File: src/source/vector_isa_pkg.sv
// Command encoding shared by every lane; imported by the lane logic and the top level
`default_nettype none

package vector_isa_pkg;

	////////////////////////////////////////
	// Register file geometry
	////////////////////////////////////////
	localparam int NUM_REGS      = 8;
	localparam int REG_IDX_WIDTH = $clog2(NUM_REGS);

	typedef logic [REG_IDX_WIDTH-1:0] reg_idx_t;		// Register index

	////////////////////////////////////////
	// Opcodes
	////////////////////////////////////////
	typedef enum logic [3:0] {
		op_nop  = 4'h0,		// Commit only, no write
		op_add  = 4'h1,
		op_sub  = 4'h2,
		op_mul  = 4'h3,
		op_mac  = 4'h4,		// src1 * src2 + src3
		op_movs = 4'h5,		// Load scalar input
		op_lid  = 4'h6,		// Load own lane index
		op_rot  = 4'h7,		// Neighbour src1 + own src2
		op_read = 4'h8		// Latch src1 for readout
	} opcode_t;

	// Broadcast command, same for all lanes
	typedef struct packed {
		logic     valid;
		opcode_t  opcode;
		reg_idx_t dst;
		reg_idx_t src1;
		reg_idx_t src2;
		reg_idx_t src3;
	} command_t;

endpackage

`default_nettype wire

File: src/source/vector_lane_pkg.sv
// Data and lane-array types for the vector unit; imported wherever lane data is carried
`default_nettype none

package vector_lane_pkg;

	////////////////////////////////////////
	// Default geometry
	////////////////////////////////////////
	localparam int DATA_WIDTH = 32;		// Overridden from the top level
	localparam int NUM_LANES  = 4;		// Overridden from the top level

	typedef logic [DATA_WIDTH-1:0] data_t;		// One lane data word

	typedef logic [NUM_LANES-1:0] lane_mask_t;		// Enables and status, bit per lane

	// One word per lane, used for the neighbour
	// source-1 bus and the readout collection
	typedef data_t [NUM_LANES-1:0] lane_bus_t;

endpackage

`default_nettype wire

File: src/source/lane_alu.sv
// Combinational lane arithmetic; instantiated once inside every lane
`timescale 1ns/1ps
`default_nettype none

module lane_alu #(
	parameter int DATA_WIDTH = vector_lane_pkg::DATA_WIDTH,
	parameter int LANE_ID    = 0
) (
	input  wire vector_isa_pkg::opcode_t opcode,
	input  wire vector_lane_pkg::data_t  operand_a,		// src1, or neighbour src1 on rotate
	input  wire vector_lane_pkg::data_t  operand_b,
	input  wire vector_lane_pkg::data_t  operand_c,
	input  wire vector_lane_pkg::data_t  scalar_in,
	output vector_lane_pkg::data_t  result,
	output logic                    writes		// Opcode writes a register
);
	import vector_isa_pkg::*;
	import vector_lane_pkg::*;

	logic [DATA_WIDTH-1:0] a;
	logic [DATA_WIDTH-1:0] b;
	logic [DATA_WIDTH-1:0] c;
	logic [DATA_WIDTH-1:0] sum;
	logic [DATA_WIDTH-1:0] diff;
	logic [DATA_WIDTH-1:0] product;		// Low half only
	logic [DATA_WIDTH-1:0] mac;

	assign a = operand_a[DATA_WIDTH-1:0];
	assign b = operand_b[DATA_WIDTH-1:0];
	assign c = operand_c[DATA_WIDTH-1:0];

	assign sum     = a + b;
	assign diff    = a - b;
	assign product = a * b;		// Wraps at DATA_WIDTH
	assign mac     = product + c;

	////////////////////////////////////////
	// Result select
	////////////////////////////////////////
	always_comb begin
		result = '0;
		writes = 1'b1;
		case (opcode)
			op_add:  result = data_t'(sum);
			op_rot:  result = data_t'(sum);		// Operand A already swapped
			op_sub:  result = data_t'(diff);
			op_mul:  result = data_t'(product);
			op_mac:  result = data_t'(mac);
			op_movs: result = scalar_in;
			op_lid:  result = data_t'(LANE_ID);
			op_read: begin
				result = operand_a;		// Not written back
				writes = 1'b0;
			end
			default: begin
				result = '0;		// Nop and unused codes
				writes = 1'b0;
			end
		endcase
	end

endmodule

`default_nettype wire

File: src/source/lane_regfile.sv
// Per-lane register file with three synchronous read ports and one write port
`timescale 1ns/1ps
`default_nettype none

module lane_regfile (
	input  wire                      clock,
	input  wire                      reset,
	input  wire vector_isa_pkg::reg_idx_t rd_idx1,
	input  wire vector_isa_pkg::reg_idx_t rd_idx2,
	input  wire vector_isa_pkg::reg_idx_t rd_idx3,
	input  wire                      wr_en,
	input  wire vector_isa_pkg::reg_idx_t wr_idx,
	input  wire vector_lane_pkg::data_t   wr_data,
	output vector_lane_pkg::data_t   rd_data1,
	output vector_lane_pkg::data_t   rd_data2,
	output vector_lane_pkg::data_t   rd_data3
);
	import vector_isa_pkg::*;
	import vector_lane_pkg::*;

	data_t regs [NUM_REGS];		// Register storage

	////////////////////////////////////////
	// Write port
	////////////////////////////////////////
	always_ff @(posedge clock) begin
		if (reset) begin
			for (int i = 0; i < NUM_REGS; i++) begin
				regs[i] <= '0;
			end
		end else if (wr_en) begin
			regs[wr_idx] <= wr_data;
		end
	end

	////////////////////////////////////////
	// Read ports
	////////////////////////////////////////
	// Same-edge write is not forwarded, old value wins
	always_ff @(posedge clock) begin
		if (reset) begin
			rd_data1 <= '0;
			rd_data2 <= '0;
			rd_data3 <= '0;
		end else begin
			rd_data1 <= regs[rd_idx1];
			rd_data2 <= regs[rd_idx2];
			rd_data3 <= regs[rd_idx3];
		end
	end

endmodule

`default_nettype wire

File: src/source/lane_unit.sv
// One execution lane: operand read, neighbour select, pending result and commit flag
`timescale 1ns/1ps
`default_nettype none

module lane_unit #(
	parameter int NUM_LANES  = vector_lane_pkg::NUM_LANES,
	parameter int DATA_WIDTH = vector_lane_pkg::DATA_WIDTH,
	parameter int LANE_ID    = 0
) (
	input  wire                           clock,
	input  wire                           reset,
	input  wire                           enable,		// This lane takes part
	input  wire                           accept,		// Command handshake at the top
	input  wire vector_isa_pkg::command_t  command,
	input  wire vector_lane_pkg::data_t    scalar_in,
	input  wire                           commit_grant,
	input  wire vector_lane_pkg::lane_bus_t lane_bus_in,
	output vector_lane_pkg::data_t        src1_out,		// Published to the neighbour
	output vector_lane_pkg::data_t        readout,
	output logic                          commit,
	output logic                          status
);
	import vector_isa_pkg::*;
	import vector_lane_pkg::*;

	localparam int NEXT_LANE = (LANE_ID + 1) % NUM_LANES;

	typedef enum logic {
		st_idle,
		st_pending
	} commit_state_t;

	commit_state_t state;
	command_t      cmd_q;
	logic          exec_q;		// Operands valid this cycle
	data_t         scalar_q;
	data_t         rd_data1;
	data_t         rd_data2;
	data_t         rd_data3;
	data_t         operand_a;
	data_t         alu_result;
	logic          alu_writes;
	data_t         pend_data;
	reg_idx_t      pend_dst;
	logic          pend_writes;
	data_t         readout_q;
	logic          wr_en;

	////////////////////////////////////////
	// Operand read stage
	////////////////////////////////////////
	lane_regfile u_regfile (
		.clock    (clock),
		.reset    (reset),
		.rd_idx1  (command.src1),
		.rd_idx2  (command.src2),
		.rd_idx3  (command.src3),
		.wr_en    (wr_en),
		.wr_idx   (pend_dst),
		.wr_data  (pend_data),
		.rd_data1 (rd_data1),
		.rd_data2 (rd_data2),
		.rd_data3 (rd_data3)
	);

	always_ff @(posedge clock) begin
		if (reset) begin
			exec_q <= 1'b0;
		end else begin
			exec_q <= accept && enable;
		end
	end

	always_ff @(posedge clock) begin
		if (accept && enable) begin
			cmd_q    <= command;
			scalar_q <= scalar_in;		// Source may move on after accept
		end
	end

	assign src1_out  = rd_data1;
	assign operand_a = (cmd_q.opcode == op_rot) ? lane_bus_in[NEXT_LANE] : rd_data1;

	lane_alu #(
		.DATA_WIDTH (DATA_WIDTH),
		.LANE_ID    (LANE_ID)
	) u_alu (
		.opcode    (cmd_q.opcode),
		.operand_a (operand_a),
		.operand_b (rd_data2),
		.operand_c (rd_data3),
		.scalar_in (scalar_q),
		.result    (alu_result),
		.writes    (alu_writes)
	);

	////////////////////////////////////////
	// Pending result and commit
	////////////////////////////////////////
	always_ff @(posedge clock) begin
		if (reset) begin
			state     <= st_idle;
			readout_q <= '0;
		end else begin
			if (exec_q) begin
				state <= st_pending;
				if (cmd_q.opcode == op_read) begin
					readout_q <= rd_data1;
				end
			end else if (state == st_pending && commit_grant) begin
				state <= st_idle;		// Write-back happens on this edge
			end
		end
	end

	always_ff @(posedge clock) begin
		if (exec_q) begin
			pend_data   <= alu_result;
			pend_dst    <= cmd_q.dst;
			pend_writes <= alu_writes;
		end
	end

	assign wr_en   = (state == st_pending) && commit_grant && pend_writes;
	assign commit  = (state == st_pending);
	assign status  = (state == st_pending);
	assign readout = readout_q;

	// The top must hold off new commands until this lane has committed
	assert property (@(posedge clock) disable iff (reset)
		(accept && enable) |-> (state == st_idle && !exec_q));

endmodule

`default_nettype wire

File: config.mk
export PLATFORM = sky130hd
export DESIGN_NAME = lane_unit
export DESIGN_NICKNAME = d
export VERILOG_FILES = /design/src/source/vector_isa_pkg.sv /design/src/source/vector_lane_pkg.sv /design/src/source/lane_alu.sv /design/src/source/lane_regfile.sv /design/src/source/lane_unit.sv
export SDC_FILE = /design/constraint.sdc
export NUM_CORES = 2
export LEC_CHECK = 0
export ABC_AREA = 1
export BUFFER_PORTS_ARGS = -buffer_cell sky130_fd_sc_hd__buf_4
export CORE_MARGIN = 4
export CORE_UTILIZATION = 50
export DETAILED_ROUTE_END_ITERATION = 8
export PLACE_DENSITY = 0.74
export RECOVER_POWER = 25
export SYNTH_ARGS = -nofsm -noshare
export SYNTH_HDL_FRONTEND = slang
export SYNTH_HIERARCHICAL = 1
export SYNTH_SLANG_ARGS = --single-unit
File: constraint.sdc
create_clock -name clock -period 10.2 [get_ports clock]
set_input_delay 2.55 -clock clock [delete_from_list [all_inputs] [get_ports clock]]
set_output_delay 2.55 -clock clock [all_outputs]
set_load 0.01 [all_outputs]
## Word-level counts from Yosys, hierarchy flattened

Memory sizes are Yosys's and may differ from the RTL's. A register that Yosys moved wholly into a read port is not among the register bits.
Cells that the tools add are included.

| operators by class | value |
|---|---|
| reductions and logical operators | 8 |
| muxes and demuxes | 13 |
| $mul | 1 |
| add/sub/neg operators | 3 |
| eq/ne operators | 8 |

Operators by type and width:

| kind | count |
|---|---|
| $pmux W32 S6 | 1 |
| $add A32 B32 Y32 | 2 |
| $mux W32 | 2 |
| $mul A32 B32 Y32 | 1 |
| $reduce_or A32 Y1 | 1 |
| $sub A32 B32 Y32 | 1 |
| $eq A4 B3 Y1 const B | 4 |
| $mux W1 | 9 |
| $eq A4 B2 Y1 const B | 2 |
| $reduce_or A7 Y1 | 1 |
| $eq A4 B1 Y1 const B | 1 |
| $eq A4 B4 Y1 const B | 1 |
| $logic_and A1 B1 Y1 | 3 |
| $mux W3 | 1 |
| $reduce_and A2 Y1 | 1 |
| $reduce_bool A2 Y1 | 1 |
| $reduce_or A2 Y1 | 1 |

| storage, ports and cells | value |
|---|---|
| memories | 1 |
| output and inout port bits | 66 |
| RAM bits | 256 |
| register bits | 109 |
| input bits | 182 |
| word-level logic and storage cells | 43 |

Memories:

| name | depth | width | rd ports | clocked after Yosys merged registers in | wr ports | RTL line | text |
|---|---|---|---|---|---|---|---|
| u_regfile.regs | 8 | 32 | 3 | 3 | 8 | lane_regfile.sv:21 | `data_t regs [NUM_REGS];` |

## Longest topological paths before layout

| depth | value |
|---|---|
| depth after elaboration | 7 |
| gate-level depth with buffers | 45 |

## Modules after synthesis

Netlist, hierarchy kept.

By module, submodules not included:

| module | area an instance (µm²) | instances | cells each |
|---|---|---|---|
| lane_alu | 21949.8 | 1 | 3229 |
| lane_regfile | 19576.3 | 1 | 2741 |
| lane_unit | 4190.3 | 1 | 374 |

## Worst setup path before layout

OpenSTA, ideal clock, no wires.

| timing | value |
|---|---|
| kind | input -> register |
| start point | input port lane_bus_in[42] (netlist name) |
| end point | register pend_data[30], data pin |
| data required time | 9939 ps |
| slack | -2 ps |
| stages on the path | 35 |
| data arrival time | 9941 ps |
| path through | nor2_1 a21oi_1 clkbuf_1 nand2_1 inv_1 fa_1 fa_1 fa_1 inv_1 fa_1 inv_1 fa_1 inv_1 fa_1 inv_1 fa_1 fa_1 ha_1 a21oi_1 o21ai_0 o21bai_1 a21oi_1 o21ai_2 nand4_1 nand2_1 xor2_1 ha_1 a21oi_1 o21ai_0 a221oi_1 nand2_1 o21ai_0 nand2_1 nor2_1 o21ai_0 |

| on the way | value |
|---|---|
| cells in the longest elaborated chain, start to end | 4 |
| elaborated cells on any way between the ends | 6 |
| those cells by class | 3 x add/sub; 1 x mul; 2 x mux |

RTL lines:

| what | RTL line | text |
|---|---|---|
| start: declaration | lane_unit.sv:17 | `input wire vector_lane_pkg::lane_bus_t lane_bus_in,` |
| $mux W32 (*) | lane_unit.sv:82 | `assign operand_a = (cmd_q.opcode == op_rot) ? lane_bus_in[NEXT_LANE] : rd_data1;` |
| via operand_a[10] | lane_unit.sv:40 | `data_t operand_a;` |
| $mul A32 B32 Y32 | lane_alu.sv:34 | `assign product = a * b;` |
| $add A32 B32 Y32 | lane_alu.sv:35 | `assign mac = product + c;` |
| $pmux W32 S6 (*) | lane_alu.sv:43 | `case (opcode)` |
| via alu_result[30] | lane_unit.sv:41 | `data_t alu_result;` |
| end signal: assignment | lane_unit.sv:118 | `pend_data <= alu_result;` |
| end: declaration | lane_unit.sv:43 | `data_t pend_data;` |

Mark *: on every way through the listed nets, which the timed path passes. The rest lies on a longest branch.
A chain may end at the register's enable or synchronous reset.

## Worst setup path in the final report

| timing | value |
|---|---|
| start point | input port lane_bus_in[37] (netlist name) |
| end point | register pend_data[23], data pin |

Same word-level chain as after synthesis.

==> key figures <==
Outcome
  – Status: finished, violations left
  – Failing checks: max-capacitance violations, max-slew violations

CTS
  – H-tree depth: 2
  – Clk root buf: clkbuf_16
  – Max clock buf depth: 3
  – CTS buffer count: 51
  – Clock-pin slew on the worst setup and hold paths: 60 ps
  – # clock sinks: 461
  – CTS tree: yes
  – CTS Hold Buffers Added: 0
  – Worst-Skew Late Latency: 620 ps

STA
  – Final Slew Violations: 218
  – Slew @ Worst Pin: 4479 ps
  – Setup Skew: 33.60 ps
  – RSZ-0062 raised after global routing: yes
  – Fin Setup TNS: 0 ps
  – Hold Worst Slack: 418.5 ps
  – Hold Fails Final Rpt: 0
  – Tcrit/Tclk final: 98.26%
  – Max Freq: 99.78 MHz
  – Max-slew headroom: -198.6%
  – Final setup violation count: 0
  – Fin crit period: 10020 ps

Placement
  – Placed cells: 7686
  – Port Buf Inserts: 150
  – Final HPWL DP: 114900 um
  – Routability Congestion: ~1

Critical path
  – Critical Path Source Type: input port
  – CP Class: input port to flop
  – R2R setup slack: 570 ps
  – Worst Reg-to-Reg Cells: 41
  – Element type at the critical path end: flop
  – R2R Path End: pend_data[23]$_DFFE_PP_
  – Slowest library cell on the worst path: fa_1
  – Worst path max stage delay: approximately 570 ps
  – WP data arrival: a little over 10000 ps
  – Worst path required time: roughly 10000 ps
  – Crit-path most repeated cell: fa_1
  – Worst flop-to-flop path startpoint: cmd_q[14]$_DFFE_PP_
  – Worst-path fanout max: 15

Synthesis
  – Multiplexer area fraction after synthesis: 0%
  – Async S/R FF share, synth: 0%
  – Avg Cell Area, Syn: 7.206 um^2
  – Ys Warns: 6
  – Post-Synth Adder-Cell Area: 23.07%
  – Sequential area share after synthesis: roughly 27%
  – Simple logic cell fraction of the synthesized area: a little under 30%
  – Netlist cell types: a little over 60
  – Post-synth EDFFs: 331
  – Syn Inst Count: 6344
  – Dominant synthesized flop cell: edfxtp_1
  – Xor/xnor share of the synthesized area: 1.494%
  – Compound-cell area share of the yosys netlist: 4.417%
  – Largest family of logic cells by synthesized area: simple AND/OR/NAND/NOR gates
  – Register bit count reported by yosys: 461
  – Synthesized net count: 7123
  – Syn Std Cell Area: between 40000 and 50000 um^2

Route
  – Initial drt markers: 5218
  – Wirelength per Cell: 20.55 um
  – Total iterations of the first detailed-routing run: 6
  – DRT antenna net count: 0
  – DRC: 0
  – Via density per instance: 5.590
  – Drt total wl: 160900 um
  – DR vias: 43.76k

Min path
  – Hold Path Stages: 0
  – Endpoint, Worst Hold: pend_dst[2]$_DFFE_PP_
  – Hold Path Class: flop to flop
  – Hold_sp: cmd_q[11]$_DFFE_PP_

Power and ir drop
  – Clock group share of total power: 11.0%
  – Switching portion of total power: 46.53%
  – Pleak: 27.87 nW
  – PwrDens: 329.5 nW/um^2
  – P_sw: 8.038 mW
  – Design internal power: 9.238 mW
  – Peak VDD IR: 0.5740 mV
  – Total power: about 17 mW
  – Comb power frac: 76.0%
  – Sequential power share: roughly 13%

Floorplan
  – Die W: 310.4 um
  – Io pins: 248
  – Die area: 96340 um^2
  – Die Ht: 310.4 um
  – CORE AREA: 90420 um^2
  – Site Rows: 110
  – Initial Util: 50.56%

Finish
  – Area occupied by multi-input gates: 27760 um^2
  – Register Area: 12540 um^2
  – Core Util, Final: 57.98%
  – Share of cells above drive strength 1: about an eighth
  – Fin nets: between 7k and 8k
  – Final Non-Filler Cells: just under 8k
  – P&R area growth vs syn: 14.68%
  – # fillers: 8019

Job
  – Max cap viols: 4

GRT
  – Global-route wire length before repair: 239600 um
  – Total grt overflow: 0
  – Vias in the first global route: 42.44k
  – All-Layer GR Usage: 32.56%
  – Antenna violations before repair: 13
  – Pin count of the biggest net entering global routing: 93
-- cell type report --
cell class	instances	share of cell area, %
Multi-Input combinational cell	4301	52.94
Sequential cell	461	23.92
Inverter	1242	8.909
Timing Repair Buffer	549	8.109
Tap cell	1176	2.806
Clock buffer	61	2.563
Clock inverter	34	0.7326
Antenna cell	4	0.01909
-- metal layers --
| layer | wire [um] | part of all wire, % | track usage [%] | vias up |
|---|---|---|---|---|
| met1 | 59500 | 37 | 40.99 | 20510 |
| met4 | 9114 | 5.7 | 15.68 | 14 |
| li1 | - | - | - | 19850 |
| met3 | 18400 | 11 | 7.256 | 646 |
| met5 | 207 | 0.13 | 0.9401 | - |
| met2 | 73650 | 46 | 53.37 | 2746 |
-- Yosys cell counts, types with 65 or more instances --
| cell | number | area [um^2] |
|---|---|---|
| nand3_1 | 602 | 3013 |
| buf_2 | 119 | 595.6 |
| nand2_1 | 1857 | 6970 |
| a21oi_1 | 170 | 850.8 |
| inv_1 | 1233 | 4628 |
| fa_1 | 410 | 8208 |
| nand4_1 | 65 | 406.6 |
| edfxtp_1 | 331 | 9940 |
| o21ai_0 | 102 | 510.5 |
| clkbuf_1 | 110 | 412.9 |
| dfxtp_1 | 130 | 2603 |
| nor2_1 | 668 | 2507 |
| ha_1 | 187 | 2340 |
-- flip-flops by register name, summed over array words and instances (netlist names) --
name / count
pend_writes: 1
u_regfile/rd_data3: 32
commit: 1
cmd_q: 7
pend_data: 32
readout: 32
u_regfile/rd_data1: 32
scalar_q: 32
u_regfile/regs: 256
pend_dst: 3
exec_q: 1
u_regfile/rd_data2: 32
-- what timing repair did --
item,CTS,global route
cloned,0,3
setup buffers,0,40
pin swaps,0,122
endpoints found under the setup margin,7,12
resized for setup,6,221
-- worst max-delay path by stage --
stage	from	end	slack, ps
6_report	lane_bus_in[37]	pend_data[23]$_DFFE_PP_	180
5_1_grt	lane_bus_in[46]	pend_data[25]$_DFFE_PP_	-110
4_1_cts	lane_bus_in[48]	pend_data[30]$_DFFE_PP_	-20
3_5_place_dp	lane_bus_in[53]	pend_data[30]$_DFFE_PP_	-860
3_3_place_gp	lane_bus_in[53]	pend_data[30]$_DFFE_PP_	-760
2_1_floorplan	lane_bus_in[45]	pend_data[30]$_DFFE_PP_	3
-- cells in the final DEF (no fill, tap or decap), drive strengths merged, types with 2 or more instances in the layout --
cell,netlist,routed
a21o,9,9
nand3,603,603
nand2,1868,1868
nor4,4,4
edfxtp,331,331
a211o,2,2
buf,229,446
fa,410,410
bufinv,0,5
xnor2,32,32
ha,187,187
a221oi,5,5
a21oi,173,173
nor2,677,677
nand4,68,68
o31ai,2,2
o2111ai,4,4
clkbuf,111,164
inv,1240,1239
a31oi,18,18
or2,15,15
nor3b,2,2
a21boi,2,2
dfxtp,130,130
clkinvlp,0,10
o221ai,8,8
o21bai,9,9
a211oi,2,2
o211ai,3,3
clkinv,2,22
o21ai,107,107
diode,0,4
o21a,4,4
nor3,22,22
o22ai,2,2
xor2,46,46
nand3b,11,11
-- critical path, delay by kind of cell --
family / cells / cell delay (ps)
AOI/OAI and AO/OA: 6 / 770
and+or+nand+nor: 12 / 1570
xor gates and xnor gates: 1 / 120
adders and majority gates: 10 / 4100
buffers and inverters: 11 / 1140
-- power by group through the flow --
stage	clock, mW	combinational (mW)	sequential (mW)
after floorplan	0	5.55	2.19
after global placement	0	10.5	2.26
after detailed placement	0	10.6	2.26
after CTS	1.92	10.8	2.22
after global routing	2.00	14.3	2.24
final	1.91	13.1	2.23
-- cells by family (layout without fill, tap and decap cells) --
kind of cell    count (synthesis)  after routing
simple gates                 3270           3270
other cells                     0              4
compound gates                356            356
fa+ha+maj                     597            597
xor+xnor                       78             78
buf+inv                      1582           1886
flops                         461            461
-- metrics by stage --
step / instance area [um^2] / setup WS (ps)
after global placement: 49580 / -760.0
after detailed placement: 49580 / -856.9
final: 52430 / 177.7
after global routing: 52420 / -111.2
after floorplan: 45720 / 2.742
after CTS: 51330 / -18.11
Note: power is estimated with default switching activity, not from simulation.
